**config.mk**
```make
export PLATFORM = sky130hd
export DESIGN_NAME = rv_fetch_stage
export DESIGN_NICKNAME = d
export VERILOG_FILES = /design/src/design/rv_fetch_stage.sv
export VERILOG_INCLUDE_DIRS = /design/src /design/src/design
export SDC_FILE = /design/constraint.sdc
export NUM_CORES = 2
export LEC_CHECK = 0
export BUFFER_PORTS_ARGS = -buffer_cell sky130_fd_sc_hd__buf_2
export CORE_UTILIZATION = 35
export DETAILED_ROUTE_END_ITERATION = 8
export PLACE_DENSITY_LB_ADDON = 0.05
export SYNTH_ARGS = -nofsm -noshare
export SYNTH_HDL_FRONTEND = slang
export SYNTH_SLANG_ARGS = --single-unit
export TNS_END_PERCENT = 30
```
**constraint.sdc**
```tcl
create_clock -name clk -period 4.55 [get_ports clk]
set_input_delay 1.365 -clock clk [delete_from_list [all_inputs] [get_ports clk]]
set_output_delay 1.365 -clock clk [all_outputs]
set_load 0.02 [all_outputs]
```
**src/design/rv_core_params.svh**
```systemverilog
//##############################
// Core widths and constants
//##############################

`ifndef RV_CORE_PARAMS_SVH
`define RV_CORE_PARAMS_SVH

// Datapath and PC width
`define XLEN        32
`define REG_ADDR_W  5
`define NUM_REGS    32

// Byte address into instruction memory, 64 words
`define IMEM_ADDR_W 8

`define PC_STEP     4
`define RESET_PC    0

`endif

```
**src/design/rv_fetch_stage.sv**
```systemverilog
//##############################
// Fetch stage: PC, instruction
// memory with load port, IF/ID
//##############################

`default_nettype none
`timescale 1ns/1ps

`include "rv_core_params.svh"

module rv_fetch_stage (
    input  wire                      clk,
    input  wire                      i_arst_n,
    input  wire                      i_en,
    input  wire                      i_imem_wen,
    input  wire [`IMEM_ADDR_W-1:0]   i_imem_waddr,
    input  wire [`XLEN-1:0]          i_imem_data,
    output logic [`XLEN-1:0]         o_pc,
    output logic [`XLEN-1:0]         o_instr
);

    // Word index drops the two byte-offset bits
    localparam int IMEM_IDX_W = `IMEM_ADDR_W - 2;
    localparam int IMEM_WORDS = 1 << IMEM_IDX_W;

    logic [`XLEN-1:0]      imem [0:IMEM_WORDS-1];
    logic [`XLEN-1:0]      imem_rdata;
    logic [IMEM_IDX_W-1:0] rd_idx;

    // Load port, whole words only
    always_ff @(posedge clk) begin
        if (i_imem_wen) begin
            imem[i_imem_waddr[`IMEM_ADDR_W-1:2]] <= i_imem_data;
        end
    end

    // PC wraps inside the memory
    assign rd_idx     = o_pc[`IMEM_ADDR_W-1:2];
    assign imem_rdata = imem[rd_idx];  // Combinational read

    always_ff @(posedge clk or negedge i_arst_n) begin
        if (!i_arst_n) begin
            o_pc <= `XLEN'(`RESET_PC);
        end else if (i_en) begin
            o_pc <= o_pc + `XLEN'(`PC_STEP);
        end
    end

    // IF/ID register, zero is a NOP opcode
    always_ff @(posedge clk or negedge i_arst_n) begin
        if (!i_arst_n) begin
            o_instr <= '0;
        end else if (i_en) begin
            o_instr <= imem_rdata;
        end
    end

endmodule

`default_nettype wire

```
==> reports/results.tsv <==
metric	value	unit
synthesized cell area	80600	um2
initial antenna violation count	29	
setup TNS	0	ns
DRC errors left	0	
mux share of post-synthesis cell area	15.2	%
insertion delay to the later sink of the worst-skew pair	0.84	ns
reg2reg start	o_pc[3]	
Core ar.	228000	um2
synthesis-stage register bit count	2110	
Critical Path Sink Type	output port	
hold_buf cts	0	
required time of the critical path	3.18	ns
Final Slew Violations	0	
period utilization	87.4	%
die area	232000	um2
placed wire-length estimate	135000	um
CP Data Arrival Time	2.61	ns
1st-iter DRT viols	3406	
Synth warnings	0	
Async SR Flop Fraction	2.94	%
aggregate global-route resource usage	20.3	%
row cnt	175	
Reg-to-Reg End	o_instr[0]	
actual slew at the worst max-slew pin	1.21	ns
PD cells	587	nW/um2
gpl congestion	0.750	
largest family of logic cells by synthesized area	multiplexers	
Synth Area in Compound Gates	3.27	%
Setup CP Type	reg2out	
CTS root buf	clkbuf_16	
post-cts sizing count	0	
total power	55.2	mW
post-synth top area share	76.3	%
Congestion Overflow GR	0	
Routed Antenna Nets	0	
number of cells on the worst reg-to-reg path	7	
most common cell in the netlist	edfxtp_1	
hold depth	1	
final hold vios	0	
CTS tree	yes	
outcome	finished clean	
post-synthesis xor/xnor area fraction	0.315	%
reg-to-reg slack, setup	1.23	ns
final worst slack	0.573	ns
Post CTS Setup Buffer Count	0	
initial core utilization	35.3	%
PortBufs	103	
Synth cell types	48	
CP cell instances	buf_12, buf_12, buf_2	
Syn Area/Cell	22.0	um2
pin count of the biggest net entering global routing	90	
WL/cell	32.6	um
Final nets	4062	
EDFF count, synth	2048	
area delta synth->final	16.6	%
# fillers	20200	
final WL	235000	um
most frequent CP cell	buf_12	
largest area contributor in the netlist	edfxtp_1	
Synth Area in Adders	0.0155	%
Max Root-Sink Buffers	3	
sequential element share of the synthesized area	78.2	%
maximum vdd ir drop	0.434	mV
Rel. slew slack	19.4	%
Finished Layout Cells	7220	
Final setup violation count	0	
Primary FF master, synth	edfxtp_1	
top post-synthesis cells by area	edfxtp_1, mux4_2, mux2i_1, dfrtp_1, a22oi_1	
first-pass GRT wire length	326000	um
chip width	482	um
# clock sinks	2110	
Hold Crit Class	reg2reg	
via count	38200	
CP Max Fanout	52	
Lkg Pwr	29.9	nW
vias in the first global route	40100	
Die Ht	482	um
post-synthesis simple-gate area fraction	1.51	%
critical path's slowest cell	dfrtp_4	
Clock Skew	0.0220	ns
leading cell types by count after synthesis	edfxtp_1, mux4_2, mux2i_1	
CTS buffer count	229	
RSZ-0062 raised after global routing	no	
crit path time final	3.98	ns
Critical Path Max Stage Delay	0.70	ns
DR vias/cell	5.29	
Top Ports	108	
Worst-path clk slew	0.06	ns
FMAX	0.251	GHz
final core occ	41.2	%
Hold Path Sink	o_pc[31]	
H-Tree Depth	4	
layout cells sized above 1	28.0	%
Placement Setup Slack	0.861	ns
Pre-antenna DRT Iters	6	
Worst setup SP type	flip-flop	
Syn Inst Count	3665	
maximum capacitance violations	0	
Inst Count DP	6795	
hold_sp	o_pc[31]	
final cells by class:
| cell class | instances | area (um2) | area share (%) |
|---|---|---|---|
| Antenna cell | 8 | 20.0 | 0.0213 |
| Clock buffer | 288 | 6060 | 6.44 |
| Clock inverter | 129 | 1190 | 1.27 |
| Inverter | 1 | 3.75 | 0.00399 |
| Multi-Input combinational cell | 1342 | 16900 | 18.0 |
| Sequential cell | 2110 | 63100 | 67.1 |
| Tap cell | 3009 | 3760 | 4.01 |
| Timing Repair Buffer | 333 | 2960 | 3.15 |
report_power, final:
| group | internal, mW | switching [mW] |
|---|---|---|
| Sequential | 21.6 | 0.574 |
| Clock | 10.5 | 7.59 |
| Combinational | 6.01 | 8.84 |
| Total | 38.2 | 17.0 |
per-layer routing:
| metal | vias up | wire [um] | GRT usage, % |
|---|---|---|---|
| met5 | - | 0 | 0 |
| met4 | 0 | 5560 | 5.23 |
| met3 | 290 | 9100 | 2.85 |
| met2 | 798 | 118000 | 34.6 |
| met1 | 20900 | 102000 | 27.4 |
| li1 | 16200 | - | - |
critical path: cells and delay by family, from the launching register on:
kind	cells	cell delay, ns
buffers and inverters	3	0.95
DFF	1	0.70
layout by cell type, fill, tap and decap left out, drive strengths merged, types with 8 or more instances in the layout:
cell | Yosys | routed
a21oi | 64 | 64
a221oi | 14 | 14
a22o | 14 | 14
a22oi | 153 | 153
a31oi | 14 | 14
and3 | 12 | 12
buf | 137 | 333
bufinv | 0 | 21
clkbuf | 76 | 288
clkinv | 0 | 98
dfrtp | 62 | 62
diode | 0 | 8
edfxtp | 2048 | 2048
inv | 1 | 8
mux2i | 215 | 215
mux4 | 449 | 449
nand2 | 72 | 72
nand2b | 9 | 9
nand3 | 13 | 13
nand4 | 19 | 19
nor2 | 108 | 108
nor2b | 9 | 9
o211ai | 25 | 25
o22ai | 50 | 50
o31ai | 25 | 25
xnor2 | 16 | 16
xor2 | 13 | 13
worst max path at each step:
stage               cells after the start      endpoint       startpoint  slack (ns)
floorplan                               5   imem[50][0]  i_imem_waddr[7]        0.04
global placement                        6   imem[51][5]  i_imem_waddr[7]        0.87
detailed placement                      6  imem[51][19]  i_imem_waddr[6]        0.86
CTS                                     3       o_pc[2]          o_pc[2]        0.46
global route                            3       o_pc[2]          o_pc[2]        0.41
finish                                  3       o_pc[2]          o_pc[2]        0.57
flip-flops by register name, summed over array words and instances (netlist names):
signal,count
imem,2048
o_instr,32
o_pc,30
cell families after synthesis:
group	after synthesis
flip-flops	2110
multiplexers	665
AO/OA/AOI/OAI	380
AND/OR/NAND/NOR	265
buffers and inverters	214
XOR/XNOR	29
adder cells (fa/ha/maj)	1
other	1
through the flow:
step / hold slack, ns / cell area, um2
6_report: 0.463 / 94000
5_1_grt: 0.505 / 94000
4_1_cts: 0.469 / 94000
3_5_place_dp: 0.461 / 86700
3_3_place_gp: 0.464 / 86700
2_1_floorplan: 0.578 / 80600
(Power assumes the default switching activity.)
