**config.mk**
```make
export PLATFORM = sky130hd
export DESIGN_NAME = rv_decode_stage
export DESIGN_NICKNAME = d
export VERILOG_FILES = /design/src/design/rv_core_pkg.sv /design/src/design/rv_decode_stage.sv
export VERILOG_INCLUDE_DIRS = /design/src /design/src/design
export SDC_FILE = /design/constraint.sdc
export NUM_CORES = 2
export LEC_CHECK = 0
export ABC_AREA = 1
export BUFFER_PORTS_ARGS = -buffer_cell sky130_fd_sc_hd__buf_4
export CAP_MARGIN = 20
export CORE_AREA = 2 2 358 360
export DETAILED_ROUTE_END_ITERATION = 7
export DIE_AREA = 0 0 360 362
export PLACE_DENSITY = 0.64
export SLEW_MARGIN = 20
export SYNTH_ARGS = -nofsm -noshare
export SYNTH_HDL_FRONTEND = slang
export SYNTH_SLANG_ARGS = --single-unit
```
**constraint.sdc**
```tcl
create_clock -name clk -period 3.2 [get_ports clk]
set_clock_uncertainty 0.1 [all_clocks]
set_input_delay 0.64 -clock clk [delete_from_list [all_inputs] [get_ports clk]]
set_output_delay 0.64 -clock clk [all_outputs]
set_load 0.005 [all_outputs]
```
**src/design/rv_core_params.svh**
```systemverilog
//##############################
// Core widths and constants
//##############################

`ifndef RV_CORE_PARAMS_SVH
`define RV_CORE_PARAMS_SVH

// Datapath and PC width
`define XLEN        32
`define REG_ADDR_W  5
`define NUM_REGS    32

// Byte address into instruction memory, 64 words
`define IMEM_ADDR_W 8

`define PC_STEP     4
`define RESET_PC    0

`endif

```
**src/design/rv_core_pkg.sv**
```systemverilog
//##############################
// Opcode, ALU operation and
// decode control types
//##############################

`default_nettype none

package rv_core_pkg;

    // Only the opcodes the core executes
    typedef enum logic [6:0] {
        OPC_OP     = 7'b0110011,  // R-type
        OPC_OP_IMM = 7'b0010011,
        OPC_LUI    = 7'b0110111
    } opcode_e;

    typedef enum logic [3:0] {
        ALU_ADD    = 4'd0,  // Zero code, keeps the NOP control all zero
        ALU_SUB    = 4'd1,
        ALU_SLL    = 4'd2,
        ALU_SLT    = 4'd3,
        ALU_SLTU   = 4'd4,
        ALU_XOR    = 4'd5,
        ALU_SRL    = 4'd6,
        ALU_SRA    = 4'd7,
        ALU_OR     = 4'd8,
        ALU_AND    = 4'd9,
        ALU_PASS_B = 4'd10  // LUI
    } alu_op_e;

    // All zero acts as a NOP
    typedef struct packed {
        logic    reg_write;
        logic    use_imm;
        alu_op_e alu_op;
    } id_ctrl_t;

endpackage

`default_nettype wire

```
**src/design/rv_decode_stage.sv**
```systemverilog
//##############################
// Decode stage: register file,
// control decode, immediates,
// ID/EX register
//##############################

`default_nettype none
`timescale 1ns/1ps

`include "rv_core_params.svh"

module rv_decode_stage (
    input  wire                      clk,
    input  wire                      i_arst_n,
    input  wire                      i_en,
    input  wire [`XLEN-1:0]          i_instr,
    input  wire                      i_wb_en,
    input  wire [`REG_ADDR_W-1:0]    i_wb_rd,
    input  wire [`XLEN-1:0]          i_wb_data,
    output rv_core_pkg::id_ctrl_t    o_ctrl,
    output logic [`XLEN-1:0]         o_rs1_data,
    output logic [`XLEN-1:0]         o_rs2_data,
    output logic [`XLEN-1:0]         o_imm,
    output logic [`REG_ADDR_W-1:0]   o_rs1,
    output logic [`REG_ADDR_W-1:0]   o_rs2,
    output logic [`REG_ADDR_W-1:0]   o_rd
);

    import rv_core_pkg::*;

    logic [`XLEN-1:0]       regs [0:`NUM_REGS-1];
    opcode_e                opcode;
    logic [2:0]             funct3;
    logic [`REG_ADDR_W-1:0] rs1;
    logic [`REG_ADDR_W-1:0] rs2;
    logic [`REG_ADDR_W-1:0] rd;
    logic [`XLEN-1:0]       rs1_data;
    logic [`XLEN-1:0]       rs2_data;
    logic [`XLEN-1:0]       imm;
    alu_op_e                f3_op;
    id_ctrl_t               ctrl;

    assign opcode = opcode_e'(i_instr[6:0]);
    assign rd     = i_instr[11:7];
    assign funct3 = i_instr[14:12];
    assign rs1    = i_instr[19:15];
    assign rs2    = i_instr[24:20];

    // Register file, x0 is never written
    always_ff @(posedge clk or negedge i_arst_n) begin
        if (!i_arst_n) begin
            for (int i = 0; i < `NUM_REGS; i++) begin
                regs[i] <= '0;
            end
        end else if (i_en && i_wb_en && (i_wb_rd != '0)) begin
            regs[i_wb_rd] <= i_wb_data;
        end
    end

    // Write-through so a same-cycle write is seen here
    assign rs1_data = (rs1 == '0) ? '0 :
                      (i_wb_en && (i_wb_rd == rs1)) ? i_wb_data : regs[rs1];
    assign rs2_data = (rs2 == '0) ? '0 :
                      (i_wb_en && (i_wb_rd == rs2)) ? i_wb_data : regs[rs2];

    // U-type for LUI, I-type otherwise
    assign imm = (opcode == OPC_LUI) ? {i_instr[31:12], 12'b0} :
                                       {{20{i_instr[31]}}, i_instr[31:20]};

    // funct3 to ALU op, bit 30 picks SUB and SRA
    always_comb begin
        case (funct3)
            3'd0:    f3_op = (i_instr[30] && opcode == OPC_OP) ? ALU_SUB : ALU_ADD;
            3'd1:    f3_op = ALU_SLL;
            3'd2:    f3_op = ALU_SLT;
            3'd3:    f3_op = ALU_SLTU;
            3'd4:    f3_op = ALU_XOR;
            3'd5:    f3_op = i_instr[30] ? ALU_SRA : ALU_SRL;
            3'd6:    f3_op = ALU_OR;
            default: f3_op = ALU_AND;
        endcase
    end

    always_comb begin
        ctrl = '0;  // Unknown opcode becomes a NOP
        case (opcode)
            OPC_OP: begin
                ctrl.alu_op    = f3_op;
                ctrl.reg_write = (rd != '0);
            end
            OPC_OP_IMM: begin
                ctrl.alu_op    = f3_op;
                ctrl.use_imm   = 1'b1;
                ctrl.reg_write = (rd != '0);
            end
            OPC_LUI: begin
                ctrl.alu_op    = ALU_PASS_B;
                ctrl.use_imm   = 1'b1;
                ctrl.reg_write = (rd != '0);
            end
            default: ctrl = '0;
        endcase
    end

    // ID/EX register
    always_ff @(posedge clk or negedge i_arst_n) begin
        if (!i_arst_n) begin
            o_ctrl <= '0;
        end else if (i_en) begin
            o_ctrl <= ctrl;
        end
    end

    always_ff @(posedge clk) begin
        if (i_en) begin
            o_rs1_data <= rs1_data;
            o_rs2_data <= rs2_data;
            o_imm      <= imm;
            o_rs1      <= rs1;
            o_rs2      <= rs2;
            o_rd       <= rd;
        end
    end

endmodule

`default_nettype wire

```
==> impl_metrics.py <==
metrics = {
    "status": {
        "status": "complete, no violations",
    },
    "power": {
        "post-layout-total-power_uw": 39720,
        "sequential_share_of_power_pct": 44.4,
        "pwr_density_cell_nw_per_um2": 560.7,
        "clockPowerShare_pct": 39.0,
        "swShare_pct": 29.79,
        "cell_internal_pwr_uw": 27890,
        "max_vdd_drop_v": 0.0005923,
        "netSwitchingPower_uw": 11830,
        "comb_power_share_pct": 16.6,
        "leakage_uw": 0.03343,
    },
    "route": {
        "wl_mm": 232.7,
        "drtAntennaViolNets": 0,
        "vias": 61140,
        "drt-initial-drc-count": 8534,
        "avgRoutedWirePerCell_um": 22.38,
        "viasPerCell": 5.880,
        "drtPass1Iterations": 8,
        "post-route-drc-count": 0,
    },
    "logic_synthesis": {
        "yosys_top_cell_by_area": "sky130_fd_sc_hd__dfrtp_1",
        "synth_enable_flop_cells": 111,
        "syn-mean-instance-area_um2": 7.114,
        "synth_nets": 8909,
        "yosys.area.top_type_share_pct": 41.00,
        "synth_warnings": 0,
        "synth.area.top_cells": "sky130_fd_sc_hd__dfrtp_1, sky130_fd_sc_hd__nand2_1, sky130_fd_sc_hd__o21ai_0, sky130_fd_sc_hd__nand3_1, sky130_fd_sc_hd__edfxtp_1",
        "postSynth.topFlopCell": "sky130_fd_sc_hd__dfrtp_1",
        "synthCells": 8836,
        "netlist-cell-type-count": 32,
        "yosysSeqAreaShare_pct": 46.31,
        "asyncSetResetFlopFracSynth_pct": 90.27,
        "yosys_register_bits": 1141,
        "syn-cell-area_um2": 62860,
    },
    "die": {
        "fp.dieArea_um2": 130300,
        "fp.dieH_um": 362,
        "placeableCoreArea_um2": 126700,
        "initial_util_pct": 49.61,
        "row_count": 131,
        "floorplan.io_pins": 190,
        "width_of_the_chip_um": 360,
    },
    "setup_path": {
        "crit_required_ps": 2460,
        "path_cells": "buf_4",
        "timing.critical_path.to_type": "primary output",
        "timing.critical_path.buf_inv": 1,
        "slowest_delay_ps": 500,
        "arrival_ps": 1470,
        "cp-start-kind": "flip-flop",
        "worstSetupPathType": "flip-flop to primary output",
        "path_max_fanout": 1,
        "critPathTopFamily": "flip-flops",
        "crit_path_top_delay_cell": "sky130_fd_sc_hd__edfxtp_1",
    },
    "clocking": {
        "path_clk_slew_ps": 60,
        "ctsRootBufferMaster": "sky130_fd_sc_hd__clkbuf_16",
        "cts_max_path_buffers": 3,
        "cts_buffers": 132,
        "cts_tree": "yes",
        "clk_latency_ps": 800,
        "cts_resized": 0,
        "cts-htree-levels": 4,
        "tritoncts_num_sinks": 1141,
    },
    "sta": {
        "slew_headroom_pct": 25.33,
        "finalCriticalPeriod_ps": 2210,
        "max_slew.worst_pin.slew_ps": 1119,
        "maxClockFrequency_ghz": 0.4526,
        "maxSlewViolCount": 0,
        "final_total_negative_setup_slack_ps": 0,
        "grt_setup_unrepaired": "no",
        "finalHoldViolations": 0,
        "min_period_over_period_pct": 69.05,
        "setup_viol": 0,
        "finalWorstSetupSlack_ps": 990.4,
    },
    "place": {
        "place.gp.congestion": 0.8687,
        "preCtsSetupSlack_ps": 384.8,
        "buffer_ports.inserted": 189,
        "dp_hpwl_mm": 133.8,
    },
    "global_route": {
        "globalRouteOverflowTotal": 0,
        "grt_max_degree": 125,
        "grt.total_usage_pct": 35.29,
        "initial_antenna_violation_count": 6,
        "grt_first_pass_wirelength_mm": 351.5,
        "grt_pass1_vias": 56030,
    },
    "final_layout": {
        "regArea_um2": 29110,
        "utilization_pct": 55.91,
        "commonest_non_fill_non_tap_cell_in_the_layout": "sky130_fd_sc_hd__nand2_1",
        "multiInputGateArea_um2": 27770,
        "area.growth.synth_to_final_pct": 12.70,
        "drive_above_1_share_pct": 8.209,
        "design.final.nets": 8701,
        "final.fill_count": 11800,
        "final_cell_mix": "sky130_fd_sc_hd__nand2_1, sky130_fd_sc_hd__o21ai_0, sky130_fd_sc_hd__nand3_1, sky130_fd_sc_hd__dfrtp_1, sky130_fd_sc_hd__inv_1",
    },
    "flow_run": {
        "max-cap-violations": 0,
    },
    "min_path": {
        "hold_path_class": "input pin to flip-flop",
    },
}
power groups by stage:
stage	logic [uW]	registers, uW	clock network [uW]
2_1_floorplan	4370	17500	0
3_3_place_gp	6350	17800	0
3_5_place_dp	6510	17800	0
4_1_cts	6540	17600	15700
5_1_grt	7500	17800	16200
6_report	6610	17600	15500
cells by family (layout without fill, tap and decap cells):
logic type / after synthesis / in the layout / synth area share, %
AOI/OAI and AO/OA: 1837 / 1837 / 15.34
xor gates and xnor gates: 1 / 1 / 0.01394
buffers and inverters: 1559 / 1457 / 9.911
DFF: 1141 / 1141 / 46.31
other: 0 / 3 / 0
and+or+nand+nor: 4298 / 4298 / 28.43
worst paths after layout:
kind	start	to	slack, ps	depth (start not counted)
max	o_rs1_data[19]	o_rs1_data[19]	990	1
min	i_instr[14]	o_ctrl[3]	60	3
max reg2reg	regs[621]	o_rs2_data[13]	1450	7
min reg2reg	regs[1012]	regs[1012]	270	0
max in group asynchronous	i_arst_n	regs[538]	1600	4
min in group asynchronous	i_arst_n	regs[737]	260	2
repair_timing:
item / 4_1_cts / 5_1_grt
hold buffers: 8 / 0
buffers inserted: 0 / 0
endpoints found under the hold margin: 50 / 0
sequential cells by signal, summed over array words and instances, names as in the netlist:
name,flops
o_ctrl,6
o_imm,32
o_rd,5
o_rs1,5
o_rs1_data,32
o_rs2,5
o_rs2_data,32
regs,1024
through the flow:
step                      cell area (um^2)  hold slack [ps]  cells
after floorplan                      62860            244.4   8836
after global placement               66340            264.6  10150
after detailed placement             66360            265.6  10150
after CTS                            70830            14.11  10400
after global routing                 70840            55.64  10400
final                                70840            64.83  10400
layout make-up:
cell class	instances	share of cell area [%]
inverters	795	4.258
well taps	1662	2.936
clock inverters	43	0.6906
flip-flops and latches	1141	41.09
diodes	3	0.01060
clock buffers	197	5.514
repair buffers	422	6.304
multi-input cells	6136	39.20
cells in the mapped netlist (8+ instances only):
library cell and instances:
sky130_fd_sc_hd__o21ai_1 65, sky130_fd_sc_hd__inv_2 8, sky130_fd_sc_hd__clkbuf_2 9, sky130_fd_sc_hd__nand2_1 2807, sky130_fd_sc_hd__a21oi_1 260, sky130_fd_sc_hd__buf_4 8
sky130_fd_sc_hd__o211ai_1 172, sky130_fd_sc_hd__edfxtp_1 111, sky130_fd_sc_hd__or2_2 41, sky130_fd_sc_hd__o21ai_0 1333, sky130_fd_sc_hd__inv_1 783, sky130_fd_sc_hd__buf_2 263
sky130_fd_sc_hd__nand2_2 17, sky130_fd_sc_hd__dfrtp_1 1030, sky130_fd_sc_hd__buf_1 74, sky130_fd_sc_hd__nand3_1 1137, sky130_fd_sc_hd__nor2_1 273, sky130_fd_sc_hd__clkbuf_1 409
worst register-to-register path: stages, from the launching register on:
cell and delay [ps]:
sky130_fd_sc_hd__dfrtp_1 420, sky130_fd_sc_hd__or2_2 310, sky130_fd_sc_hd__nand3_1 70, sky130_fd_sc_hd__nand3_1 90, sky130_fd_sc_hd__nand3_1 90, sky130_fd_sc_hd__nand3_1 70, sky130_fd_sc_hd__nand2_1 230, sky130_fd_sc_hd__a21oi_1 110
routing by layer:
| layer | vias to the layer above | global-route usage, % | wire (um) |
|---|---|---|---|
| met4 | 4 | 15.47 | 10390 |
| met1 | 28990 | 48.74 | 96400 |
| met5 | - | 0 | 23 |
| met3 | 619 | 7.361 | 24620 |
| li1 | 28140 | - | - |
| met2 | 3392 | 53.72 | 101300 |
(Power assumes the default switching activity.)
