## config.mk

```make
export PLATFORM = sky130hd
export DESIGN_NAME = rv_execute_stage
export DESIGN_NICKNAME = d
export VERILOG_FILES = /design/src/design/rv_core_pkg.sv /design/src/design/rv_execute_stage.sv
export VERILOG_INCLUDE_DIRS = /design/src /design/src/design
export SDC_FILE = /design/constraint.sdc
export NUM_CORES = 1
export LEC_CHECK = 0
export BUFFER_PORTS_ARGS = -buffer_cell sky130_fd_sc_hd__buf_2
export CORE_MARGIN = 5
export CORE_UTILIZATION = 24
export DETAILED_ROUTE_END_ITERATION = 8
export GPL_TIMING_DRIVEN = 1
export MAX_ROUTING_LAYER = met4
export PLACE_DENSITY_LB_ADDON = 0.12
export SYNTH_ARGS = -nofsm -noshare
export SYNTH_HDL_FRONTEND = slang
export SYNTH_SLANG_ARGS = --single-unit
export TNS_END_PERCENT = 20
```

## constraint.sdc

```tcl
create_clock -name clk -period 7.35 [get_ports clk]
set_input_delay 0.735 -clock clk [delete_from_list [all_inputs] [get_ports clk]]
set_output_delay 0.735 -clock clk [all_outputs]
set_load 0.005 [all_outputs]
```

## src/design/rv_core_params.svh

```systemverilog
//##############################
// Core widths and constants
//##############################

`ifndef RV_CORE_PARAMS_SVH
`define RV_CORE_PARAMS_SVH

// Datapath and PC width
`define XLEN        32
`define REG_ADDR_W  5
`define NUM_REGS    32

// Byte address into instruction memory, 64 words
`define IMEM_ADDR_W 8

`define PC_STEP     4
`define RESET_PC    0

`endif

```

## src/design/rv_core_pkg.sv

```systemverilog
//##############################
// Opcode, ALU operation and
// decode control types
//##############################

`default_nettype none

package rv_core_pkg;

    // Only the opcodes the core executes
    typedef enum logic [6:0] {
        OPC_OP     = 7'b0110011,  // R-type
        OPC_OP_IMM = 7'b0010011,
        OPC_LUI    = 7'b0110111
    } opcode_e;

    typedef enum logic [3:0] {
        ALU_ADD    = 4'd0,  // Zero code, keeps the NOP control all zero
        ALU_SUB    = 4'd1,
        ALU_SLL    = 4'd2,
        ALU_SLT    = 4'd3,
        ALU_SLTU   = 4'd4,
        ALU_XOR    = 4'd5,
        ALU_SRL    = 4'd6,
        ALU_SRA    = 4'd7,
        ALU_OR     = 4'd8,
        ALU_AND    = 4'd9,
        ALU_PASS_B = 4'd10  // LUI
    } alu_op_e;

    // All zero acts as a NOP
    typedef struct packed {
        logic    reg_write;
        logic    use_imm;
        alu_op_e alu_op;
    } id_ctrl_t;

endpackage

`default_nettype wire

```

## src/design/rv_execute_stage.sv

```systemverilog
//##############################
// Execute stage: forwarding,
// ALU and EX/WB register
//##############################

`default_nettype none
`timescale 1ns/1ps

`include "rv_core_params.svh"

module rv_execute_stage (
    input  wire                      clk,
    input  wire                      i_arst_n,
    input  wire                      i_en,
    input  wire rv_core_pkg::id_ctrl_t i_ctrl,
    input  wire [`XLEN-1:0]          i_rs1_data,
    input  wire [`XLEN-1:0]          i_rs2_data,
    input  wire [`XLEN-1:0]          i_imm,
    input  wire [`REG_ADDR_W-1:0]    i_rs1,
    input  wire [`REG_ADDR_W-1:0]    i_rs2,
    input  wire [`REG_ADDR_W-1:0]    i_rd,
    output logic                     o_wb_en,
    output logic [`REG_ADDR_W-1:0]   o_wb_rd,
    output logic [`XLEN-1:0]         o_wb_data
);

    import rv_core_pkg::*;

    logic [`XLEN-1:0] op_a;
    logic [`XLEN-1:0] fwd_b;
    logic [`XLEN-1:0] op_b;
    logic [4:0]       shamt;
    logic [`XLEN-1:0] alu_result;

    // Forward the previous result held in EX/WB
    assign op_a  = (o_wb_en && (o_wb_rd == i_rs1)) ? o_wb_data : i_rs1_data;
    assign fwd_b = (o_wb_en && (o_wb_rd == i_rs2)) ? o_wb_data : i_rs2_data;
    assign op_b  = i_ctrl.use_imm ? i_imm : fwd_b;

    assign shamt = op_b[4:0];

    always_comb begin
        case (i_ctrl.alu_op)
            ALU_ADD:    alu_result = op_a + op_b;
            ALU_SUB:    alu_result = op_a - op_b;
            ALU_SLL:    alu_result = op_a << shamt;
            ALU_SLT:    alu_result = `XLEN'($signed(op_a) < $signed(op_b));
            ALU_SLTU:   alu_result = `XLEN'(op_a < op_b);
            ALU_XOR:    alu_result = op_a ^ op_b;
            ALU_SRL:    alu_result = op_a >> shamt;
            ALU_SRA:    alu_result = $unsigned($signed(op_a) >>> shamt);
            ALU_OR:     alu_result = op_a | op_b;
            ALU_AND:    alu_result = op_a & op_b;
            ALU_PASS_B: alu_result = op_b;  // LUI
            default:    alu_result = '0;
        endcase
    end

    // EX/WB register
    always_ff @(posedge clk or negedge i_arst_n) begin
        if (!i_arst_n) begin
            o_wb_en <= 1'b0;
        end else if (i_en) begin
            o_wb_en <= i_ctrl.reg_write;
        end
    end

    always_ff @(posedge clk) begin
        if (i_en) begin
            o_wb_rd   <= i_rd;
            o_wb_data <= alu_result;
        end
    end

endmodule

`default_nettype wire

```

==> PnR_summary.wiki, run 1 <==
{| class="wikitable"
! Metric !! Value
|-
| Met2 Use GR || 0.379
|-
| Pin count of the biggest net entering global routing || 60
|-
| Number of enable flip-flop cells after synthesis || 37
|-
| Seq/Total Area, Yosys || 0.0944
|-
| Post-Syn Instances || 1632
|-
| Placed Cells incl. Taps || 2398
|-
| Grt met1 use || 0.351
|-
| Non-Filler Instances || 2406
|-
| Top cell type by total area after synthesis || sky130_fd_sc_hd__mux2i_1
|-
| Core Area || 49900 um2
|-
| Critical path, cell by cell || xnor2_1 -> nand4_2 -> nor2_4 -> buf_4 -> mux2i_1 -> nor2_1 -> a21oi_1 -> inv_1 -> ha_1 -> inv_1 -> nand3_1 -> a211oi_1 -> o211ai_1 -> a32oi_1 -> a21oi_1 -> o221ai_1 -> a21oi_1 -> a221o_1 -> a221o_1
|-
| Number of buffer cells added on primary ports || 157
|-
| Antenna violations before repair || 0
|-
| Slowest stage delay, CP || between 500 and 600 ps
|-
| Post-route DRC violation count || 0
|-
| Power density normalized to cell area || roughly 140 nW/um2
|-
| Proportion of netlist area held by the largest area contributor || 0.155
|-
| Actual transition at the worst max-transition pin || 1180 ps
|-
| Synth Warn # || 0
|-
| DRT Pass-1 Iters || 7
|-
| Final min period || between 6000 and 7000 ps
|-
| Max transition margin || 0.208
|-
| Antenna diode count || 0
|-
| Ratio of routed vias to standard cells || just under 6
|-
| Effective utilization at floorplan || 0.241
|-
| Synth cell count leaders || sky130_fd_sc_hd__mux2i_1, sky130_fd_sc_hd__nand2_1, sky130_fd_sc_hd__nor2_1, sky130_fd_sc_hd__a21oi_1, sky130_fd_sc_hd__o21ai_0
|-
| Clock buffer count from CTS || 5
|-
| Clk_lat worst skew || 350 ps
|-
| Clock input transition at the sequential cells of the worst setup and hold paths || 90 ps
|-
| Most used cell, CP || sky130_fd_sc_hd__a21oi_1
|-
| Status || complete, no violations
|-
| First-pass GRT wire length || between 90000 and 100000 um
|-
| Vias in the first global route || 13500
|-
| Number of levels in the clock H-tree || 2
|-
| CP Data Arrival Time || around 6300 ps
|-
| Number of buffers inserted by post-CTS setup repair || 0
|-
| Share of the clock period used by the worst path after layout || 0.844
|-
| Total power after layout || about 1.9 mW
|-
| Type of the tightest min-delay check || in -> async
|-
| Number of max-capacitance violations reported || 0
|-
| Total Neg Setup Slack || 0 ps
|-
| Num Clock Sinks || 38
|-
| Total GRT Usage || 0.252
|-
| Drt first-iter violations || 1651
|-
| Prevailing post-synth register cell || sky130_fd_sc_hd__edfxtp_1
|-
| Worst Setup Slack, final || 1150 ps
|-
| Final net count || just under 2000
|-
| Total overflow reported by the global router || 0
|-
| Busiest metal layer after global routing || met2
|-
| Worst clock skew on the final layout || between 15 and 20 ps
|-
| Final-report hold violation count || 0
|-
| Number of storage elements in the synthesis netlist || 38
|-
| Max Fclk || 161 MHz
|-
| Most repeated cell in the gate-level netlist after synthesis || sky130_fd_sc_hd__mux2i_1
|-
| Final Max Slew Viols || 0
|-
| Clock tree from TritonCTS || done
|-
| Critical Path End Type || register
|-
| Final setup violation count || 0
|-
| Worst setup path startpoint || o_wb_rd[0]
|-
| Worst Path Max Fanout || 12
|-
| Mapped Nets || 1853
|-
| Post-CTS Resized || 0
|-
| Static leakage || 5.67 nW
|-
| Post-place setup slack || 900 ps
|-
| Antenna Violating Nets Remaining || 0
|-
| Cell types with the largest area share after synthesis || sky130_fd_sc_hd__mux2i_1, sky130_fd_sc_hd__ha_1, sky130_fd_sc_hd__edfxtp_1, sky130_fd_sc_hd__a21oi_1, sky130_fd_sc_hd__o21ai_0
|-
| Drt wl/cell || between 20 and 30 um
|-
| Number of primary I/O pins || 158
|-
| Die area || 54700 um2
|-
| Post-synthesis instance area || about 12000 um2
|-
| Number of placement rows || a little over 80
|-
| Placed standard-cell area || 13500 um2
|-
| Slowest stage cell on the critical path || sky130_fd_sc_hd__a32oi_1
|-
| Setup slack of the most critical reg-to-reg path || 1150 ps
|-
| Final standard cell utilization of the core || 0.275
|-
| Cell family with most CP delay || compound AO/OA/AOI/OAI gates
|-
| Area added between synthesis and finish || 13.9%
|-
| Setup repair after global routing missed its margin || false
|-
| Post-detailed-routing wire length || 69700 um
|-
| Global placer's final weighted congestion || 0.968
|-
| Endpoint required time on the critical path || between 7000 and 8000 ps
|-
| Startpoint of the worst-slack reg-to-reg timing path || o_wb_rd[0]
|-
| X dimension of the die || approximately 230 um
|-
| Number of buffers and inverters on the critical path || 3
|-
| Distinct cells, synth || 92
|-
| Total number of vias || 14100
|-
| Global Route met3 Usage || 0.0360
|-
| Maximum number of buffers from clock root to sink || 2
|-
| Fraction of layout cells with a size suffix above 1 || 0.175
|-
| Type of origin of the critical path || register
|-
| Worst VDD drop || just over 90 uV
|-
| Post-Route Hold Slack || between 150 and 200 ps
|-
| Synthesized area divided by synthesized cell count || 7.37 um2
|-
| Asr flop ratio synth || 0.0263
|-
| Floorplan die height || 234 um
|-
| Clock root buffer || sky130_fd_sc_hd__clkbuf_16
|-
| Crit Path Category || reg -> reg
|-
| Post-detail-place hpwl || 54000 um
|-
| Quantity of hold-fixing buffers added after cts || 0
|-
| Final Cell Area || 13700 um2
|}
-- where the power goes --
part | switching (mW) | internal (mW)
combinational | 0.857 | 0.435
sequential | 0.0305 | 0.274
clock | 0.144 | 0.161
total | 1.03 | 0.869
-- cell usage in the layout, fill, tap and decap left out, types with 7 or more instances in the layout --
cell                         n
sky130_fd_sc_hd__buf_4      52
sky130_fd_sc_hd__and2_1      9
sky130_fd_sc_hd__a221oi_1   29
sky130_fd_sc_hd__o21bai_1   11
sky130_fd_sc_hd__a211oi_1   17
sky130_fd_sc_hd__nand2_1   143
sky130_fd_sc_hd__nor3_1     29
sky130_fd_sc_hd__nor2b_1    12
sky130_fd_sc_hd__nand3_1    39
sky130_fd_sc_hd__o21ai_0   114
sky130_fd_sc_hd__or4_1       7
sky130_fd_sc_hd__a32oi_1     7
sky130_fd_sc_hd__a22oi_1    25
sky130_fd_sc_hd__o31ai_1    13
sky130_fd_sc_hd__a31oi_1    19
sky130_fd_sc_hd__mux2_2     49
sky130_fd_sc_hd__buf_2     157
sky130_fd_sc_hd__a21oi_1   121
sky130_fd_sc_hd__a21o_1     19
sky130_fd_sc_hd__inv_1      96
sky130_fd_sc_hd__o21ai_1     7
sky130_fd_sc_hd__o221ai_1   28
sky130_fd_sc_hd__nor2_1    122
sky130_fd_sc_hd__ha_1       99
sky130_fd_sc_hd__edfxtp_1   37
sky130_fd_sc_hd__xnor2_1    31
sky130_fd_sc_hd__nand2b_1   13
sky130_fd_sc_hd__nand4_1    12
sky130_fd_sc_hd__a221o_1    16
sky130_fd_sc_hd__o22ai_1    27
sky130_fd_sc_hd__nor4_1      8
sky130_fd_sc_hd__mux2i_1   186
sky130_fd_sc_hd__o211ai_1   32
-- area by class of cell --
type | count | area (um2)
Clock inverter | 3 | 40.0
Timing Repair Buffer | 209 | 1180
Sequential cell | 38 | 1140
Clock buffer | 5 | 125
Tap cell | 672 | 841
Multi-Input combinational cell | 1378 | 10000
Inverter | 101 | 384
Fill cell | 5591 | 36200
-- layer usage --
layer / routed length, um / up-vias
met3: 4350 / 116
met1: 32600 / 7018
met4: 2360 / 0
met2: 30400 / 620
met5: 0 / -
li1: - / 6377
-- cells by family after synthesis --
logic type | Yosys count | share of synthesized area
muxes | 240 | 0.208
adders and majority gates | 101 | 0.106
AOI/OAI and AO/OA | 557 | 0.314
and+or+nand+nor | 443 | 0.172
xor gates and xnor gates | 37 | 0.0269
buffers and inverters | 216 | 0.0785
DFF | 38 | 0.0944
-- worst paths after layout --
| check | to | depth (start not counted) |
|---|---|---|
| max | o_wb_data[27] | 19 |
| min | o_wb_en | 1 |
| max reg2reg | o_wb_data[27] | 19 |
| min reg2reg | o_wb_en | 1 |
| max in group asynchronous | o_wb_en | 1 |
| min in group clk | o_wb_rd[1] | 1 |
-- registers in the layout (all words and copies together) (netlist names) --
| name | count |
|---|---|
| o_wb_data | 32 |
| o_wb_en | 1 |
| o_wb_rd | 5 |
No activity file was read; power rests on OpenSTA's default activity.
==> run 2: changes to the inputs <==
clock period = 5.5 ns   (was 7.35 ns; I/O delays follow)
==> run 2 against run 1 <==
  * Sequential share of layout area decreased by 0.33 points
  * Utilization increased by 1.1 points
  * Combinational power increased by 41%
  * Cell count increased by 3.0%
  * Clock power increased by 23%
  * Non-clock buffer count increased by 70
  * Worst hold slack improved by 220 ps
  * Register-to-register slack got worse by 890 ps
  * Clock skew decreased by 11 ps
  * Sequential cell count unchanged
==> PnR_summary.wiki, run 2 (synthesis gave the netlist of run 1 again) <==
{| class="wikitable"
! Metric !! Value
|-
| Type of the tightest min-delay check || in -> reg
|-
| Most used cell, CP || sky130_fd_sc_hd__o21ai_0
|-
| Leading cell type in the layout, fill and taps excluded || sky130_fd_sc_hd__mux2i_1
|-
| Final standard cell utilization of the core || 0.286 (+0.0115)
|-
| Fraction of layout cells with a size suffix above 1 || 0.207 (+0.0320)
|-
| Number of primary I/O pins || 158 (unchanged)
|-
| Power density normalized to cell area || 182 nW/um2 (+31%)
|-
| Clock tree from TritonCTS || done
|-
| Maximum number of buffers from clock root to sink || 2 (unchanged)
|-
| Status || complete, no violations
|-
| Antenna violations before repair || 1 (+1)
|-
| Crit Path Category || reg -> reg
|-
| Antenna Violating Nets Remaining || 0 (unchanged)
|-
| Clock input transition at the sequential cells of the worst setup and hold paths || 80 ps (about the same)
|-
| First-pass GRT wire length || 102000 um (+3.1%)
|-
| Number of max-capacitance violations reported || 0 (unchanged)
|-
| Post-detail-place hpwl || 56300 um (+4.3%)
|-
| Endpoint required time on the critical path || 5560 ps (-1890 ps)
|-
| Slowest stage cell on the critical path || sky130_fd_sc_hd__o21ai_0
|-
| Ratio of routed vias to standard cells || 5.84 (-0.56%)
|-
| Worst VDD drop || 115 uV (+27%)
|-
| Vias in the first global route || 13800 (+2.3%)
|-
| Slowest stage delay, CP || 540 ps (+30 ps)
|-
| Fillcell total || 5608 (+0.30%)
|-
| Total GRT Usage || 0.262 (+0.00958)
|-
| Clock buffer count from CTS || 5 (unchanged)
|-
| Number of levels in the clock H-tree || 2 (unchanged)
|-
| Final setup violation count || 0 (unchanged)
|-
| Area added between synthesis and finish || 18.6%
|-
| Pin count of the biggest net entering global routing || 65 (+8.3%)
|-
| X dimension of the die || 234 um (unchanged)
|-
| Flip-flop count of the largest register, all copies and words added || 32 (unchanged)
|-
| Number of buffer cells added on primary ports || 157 (unchanged)
|-
| Number of placement rows || 82 (unchanged)
|-
| Final-report hold violation count || 0 (unchanged)
|-
| Critical path, cell by cell || xnor2_1 -> nand4_2 -> nor2_4 -> buf_12 -> buf_4 -> mux2i_1 -> o21ai_0 -> inv_1 -> ha_1 -> inv_1 -> o21ai_0 -> a21o_1 -> a21oi_1 -> o21ai_0 -> a221oi_1 -> o221ai_1 -> nor3_1 -> o211ai_1
|-
| Share of the clock period used by the worst path after layout || 0.954 (+0.109)
|-
| Total Neg Setup Slack || 0 ps (unchanged)
|-
| Drt first-iter violations || 2062 (+25%)
|-
| Largest registers || o_wb_data: 32 flops, o_wb_rd: 5 flops, o_wb_en: 1 flops
|-
| Final net count || 2024 (+3.6%)
|-
| Effective utilization at floorplan || 0.241 (unchanged)
|-
| Post-detailed-routing wire length || 71600 um (+2.7%)
|-
| Die area || 54700 um2 (unchanged)
|-
| Worst clock skew on the final layout || 6.57 ps (-11.2 ps)
|-
| Post-Route Hold Slack || 381 ps (+224 ps)
|-
| Total number of vias || 14500 (+2.4%)
|-
| Clk_lat worst skew || 340 ps (about the same)
|-
| Setup repair after global routing missed its margin || false
|-
| Max transition margin || 0.219 (+0.0112)
|-
| Critical Path End Type || register
|-
| Num Clock Sinks || 38 (unchanged)
|-
| Type of origin of the critical path || register
|-
| Drt wl/cell || 28.9 um (-0.25%)
|-
| Max Fclk || 191 MHz (+18%)
|-
| Final min period || 5240 ps (-959 ps)
|-
| Floorplan die height || 234 um (unchanged)
|-
| Worst Path Max Fanout || 18 (+6)
|-
| Static leakage || 6.01 nW (+6.0%)
|-
| DRT Pass-1 Iters || 6 (-1)
|-
| CP Data Arrival Time || 5300 ps (-1000 ps)
|-
| Actual transition at the worst max-transition pin || 1170 ps (-14.1 ps)
|-
| Biggest register || o_wb_data
|-
| Clock root buffer || sky130_fd_sc_hd__clkbuf_16
|-
| Core Area || 49900 um2 (unchanged)
|-
| Final Max Slew Viols || 0 (unchanged)
|-
| Post-route DRC violation count || 0 (unchanged)
|-
| Total overflow reported by the global router || 0 (unchanged)
|-
| Commonest non-fill, non-tap cells in the layout || sky130_fd_sc_hd__mux2i_1, sky130_fd_sc_hd__buf_2, sky130_fd_sc_hd__nand2_1
|-
| Global placer's final weighted congestion || 0.991 (+2.3%)
|}
==> run 2: report_power, final <==
part	switching (mW)	internal [mW]	leakage [nW]
sequential	0.0435	0.366	0.386
combinational	1.17	0.650	5.55
clock	0.191	0.183	0.0739
==> run 2: per-layer routing <==
layer,GRT usage,part of all wire,vias up
met4,0.0754,0.033,0
met3,0.0257,0.064,125
met5,-,0,-
met1,0.375,0.47,7086
li1,-,-,6528
met2,0.391,0.43,727
==> run 2: stage by stage <==
step           instance area [um2]  setup slack [ps]  power (mW)  instances
5_1_grt                      14300              4.16        2.73       2477
2_1_floorplan                12000               211        1.47       1632
3_3_place_gp                 14100              69.6        2.20       2467
3_5_place_dp                 14100              79.9        2.18       2467
4_1_cts                      14300               251        2.57       2476
6_report                     14300               256        2.60       2477
==> run 2: final timing paths <==
path | from | endpoint | slack [ps] | cells past startpoint
min in group asynchronous | i_arst_n | o_wb_en | 520 | 2
min reg2reg | o_wb_en | o_wb_en | 740 | 1
min | i_rd[0] | o_wb_rd[0] | 380 | 1
max | o_wb_rd[2] | o_wb_data[28] | 260 | 18
max in group asynchronous | i_arst_n | o_wb_en | 4880 | 2
max reg2reg | o_wb_rd[2] | o_wb_data[28] | 260 | 18
==> run 2: critical path, delay by kind of cell (launching register included) <==
family,cells,cell delay [ps]
AO/OA/AOI/OAI,8,2240
buffers and inverters,4,810
XOR/XNOR,1,360
adder cells (fa/ha/maj),1,270
AND/OR/NAND/NOR,3,690
flip-flops,1,460
multiplexers,1,110
==> run 2: what timing repair did <==
item | CTS | global route
endpoints found under the hold margin | 1 | 0
setup buffers | 0 | 0
hold buffers | 1 | 0
resized for setup | 0 | 2
endpoints found under the setup margin | 0 | 2
==> run 2: layout make-up <==
class	instances	area, um2	area share
multi-input combinational	1378	10000	0.702
timing repair buffer	279	1740	0.122
sequential	38	1140	0.0796
tap	672	841	0.0589
inverter	101	384	0.0269
clock buffer	7	143	0.00999
clock inverter	1	5.00	0.000351
antenna	1	2.50	0.000175
==> run 3: changes to the inputs <==
MAX_ROUTING_LAYER = not set   (was met4)
==> run 3 against run 2 <==
  * Utilization up 0.11 points
  * Design area up 0.37%
  * Non-clock buffer count up 9
  * Cell count grew 0.36%
  * Clock skew up 9.6 ps
  * Sequential cell count unchanged
  * Worst hold slack improved by 0.60 ps
  * Register-to-register slack about the same
  * First-iteration DRC count shrank 18%
==> PnR_summary.wiki, run 3 (synthesis gave the netlist of run 1 again) <==
{| class="wikitable"
! Metric !! Value
|-
| Final-report hold violation count || 0 (unchanged)
|-
| Final Max Slew Viols || 0 (unchanged)
|-
| Static leakage || 6.05 nW (+0.64%)
|-
| Fraction of layout cells with a size suffix above 1 || 0.210 (+0.00339)
|-
| Ratio of routed vias to standard cells || 5.87 (+0.57%)
|-
| Drt first-iter violations || 1688 (-18%)
|-
| Final setup violation count || 0 (unchanged)
|-
| Post-detail-place hpwl || 55600 um (-1.3%)
|-
| Num Clock Sinks || 38 (unchanged)
|-
| Number of primary I/O pins || 158 (unchanged)
|-
| Worst clock skew on the final layout || 16.2 ps (+9.63 ps)
|-
| Status || complete, no violations
|-
| Commonest non-fill, non-tap cells in the layout || sky130_fd_sc_hd__mux2i_1, sky130_fd_sc_hd__buf_2, sky130_fd_sc_hd__nand2_1
|-
| Total power after layout || 2.59 mW (-0.36%)
|-
| Die area || 54700 um2 (unchanged)
|-
| Clock root buffer || sky130_fd_sc_hd__clkbuf_16
|-
| Total GRT Usage || 0.250 (-0.0116)
|-
| DRT Pass-1 Iters || 5 (-1)
|-
| X dimension of the die || 234 um (unchanged)
|-
| Global placer's final weighted congestion || 0.963 (-2.8%)
|-
| Post-detailed-routing wire length || 70900 um (-1.0%)
|-
| Actual transition at the worst max-transition pin || 1140 ps (-20.7 ps)
|-
| Floorplan die height || 234 um (unchanged)
|-
| Maximum number of buffers from clock root to sink || 2 (unchanged)
|-
| Flip-flop count of the largest register, all copies and words added || 32 (unchanged)
|-
| Worst VDD drop || 114 uV (-1.0%)
|-
| Biggest register || o_wb_data
|-
| Max Fclk || 190 MHz (-0.24%)
|-
| Antenna violations before repair || 2 (+1)
|-
| Fillcell total || 5636 (+0.50%)
|-
| Endpoint required time on the critical path || 5570 ps (about the same)
|-
| Clk_lat worst skew || 340 ps (about the same)
|-
| Max transition margin || 0.231 (+0.0121)
|-
| Total Neg Setup Slack || 0 ps (unchanged)
|-
| Setup slack of the most critical reg-to-reg path || 240 ps (about the same)
|-
| Worst Setup Slack, final || 243 ps (-12.4 ps)
|-
| Type of the tightest min-delay check || in -> reg
|-
| Pin count of the biggest net entering global routing || 60 (-7.7%)
|-
| Leading cell type in the layout, fill and taps excluded || sky130_fd_sc_hd__mux2i_1
|-
| Number of buffers inserted by post-CTS setup repair || 0 (unchanged)
|-
| First-pass GRT wire length || 101000 um (-1.5%)
|-
| Number of max-capacitance violations reported || 0 (unchanged)
|-
| Worst Path Max Fanout || 8 (-10)
|-
| Core Area || 49900 um2 (unchanged)
|-
| Share of the clock period used by the worst path after layout || 0.956 (+0.00226)
|-
| Number of placement rows || 82 (unchanged)
|-
| Number of levels in the clock H-tree || 2 (unchanged)
|-
| Largest registers || o_wb_data: 32 flops, o_wb_rd: 5 flops, o_wb_en: 1 flops
|-
| Vias in the first global route || 14000 (+1.1%)
|-
| Effective utilization at floorplan || 0.241 (unchanged)
|-
| Antenna Violating Nets Remaining || 0 (unchanged)
|-
| Total number of vias || 14600 (+0.93%)
|-
| Critical Path End Type || register
|-
| CP Data Arrival Time || 5330 ps (+30 ps)
|-
| Post-place setup slack || 29.8 ps (-50.0 ps)
|-
| Setup repair after global routing missed its margin || false
|-
| Post-route DRC violation count || 0 (unchanged)
|-
| Final net count || 2033 (+0.44%)
|-
| Type of origin of the critical path || register
|-
| Number of buffer cells added on primary ports || 157 (unchanged)
|-
| Clock tree from TritonCTS || done
|-
| Final min period || 5260 ps (+12.4 ps)
|-
| Area added between synthesis and finish || 19.1%
|-
| Footprint of the flip-flops and latches || 1140 um2 (unchanged)
|-
| Power density normalized to cell area || 181 nW/um2 (-0.73%)
|-
| Clock input transition at the sequential cells of the worst setup and hold paths || 80 ps (about the same)
|-
| Crit Path Category || reg -> reg
|-
| Footprint of the multi-input gates || 10000 um2 (about the same)
|-
| Clock buffer count from CTS || 5 (unchanged)
|-
| Non-Filler Instances || 2486 (+0.36%)
|-
| Drt wl/cell || 28.5 um (-1.4%)
|-
| Total overflow reported by the global router || 0 (unchanged)
|-
| Placed Cells incl. Taps || 2476 (+0.36%)
|}
## run 3: routing by layer
layer	global-route usage	part of all wire	up-vias
li1	-	-	6537
met1	0.359	0.46	7258
met2	0.388	0.43	697
met3	0.0300	0.070	109
met4	0.0830	0.039	0
met5	0	0	-
## run 3: cell type report
type / count / area share
inverter: 101 / 0.0268
timing repair buffer: 288 / 0.126
sequential: 38 / 0.0793
tap: 672 / 0.0587
clock buffer: 6 / 0.00899
antenna: 1 / 0.000175
multi-input combinational: 1378 / 0.699
clock inverter: 2 / 0.000699
## run 3: timing repair
action                                 in CTS  in global routing
hold buffers                                1                  0
setup endpoints to repair                   0                  5
resized for setup                           0                  1
endpoints found under the hold margin       1                  0
## run 3: through the flow
stage	util	instance area (um2)	hold WS (ps)
2_1_floorplan	-	12000	254
3_3_place_gp	0.284	14200	346
3_5_place_dp	0.284	14200	345
4_1_cts	0.287	14300	369
5_1_grt	0.287	14300	373
6_report	0.287	14300	381
## run 3: path summary, 6_finish.rpt
check | start | to | depth (start not counted)
max | o_wb_rd[3] | o_wb_data[31] | 19
min in group asynchronous | i_arst_n | o_wb_en | 2
max reg2reg | o_wb_rd[3] | o_wb_data[31] | 19
min | i_rd[2] | o_wb_rd[2] | 1
max in group asynchronous | i_arst_n | o_wb_en | 2
min reg2reg | o_wb_en | o_wb_en | 1
## run 3: critical path, stage by stage, from the launching register on
cell	delay, ps
sky130_fd_sc_hd__edfxtp_1	460
sky130_fd_sc_hd__xnor2_1	310
sky130_fd_sc_hd__nand4_2	280
sky130_fd_sc_hd__o21ai_0	410
sky130_fd_sc_hd__and2_1	230
sky130_fd_sc_hd__inv_1	80
sky130_fd_sc_hd__ha_1	310
sky130_fd_sc_hd__a21o_1	180
sky130_fd_sc_hd__a21oi_1	160
sky130_fd_sc_hd__buf_4	150
sky130_fd_sc_hd__a211oi_1	90
sky130_fd_sc_hd__o211ai_1	290
sky130_fd_sc_hd__a32oi_1	140
sky130_fd_sc_hd__buf_4	180
sky130_fd_sc_hd__a21oi_1	440
sky130_fd_sc_hd__o221ai_1	340
sky130_fd_sc_hd__a211oi_1	570
sky130_fd_sc_hd__buf_4	210
sky130_fd_sc_hd__or4_1	90
sky130_fd_sc_hd__nand3_1	70
## run 3: power breakdown
group          leakage, nW  switching (mW)  internal (mW)
sequential           0.386          0.0414          0.366
clock               0.0706           0.188          0.169
combinational         5.59            1.17          0.658
total                 6.05            1.40           1.19
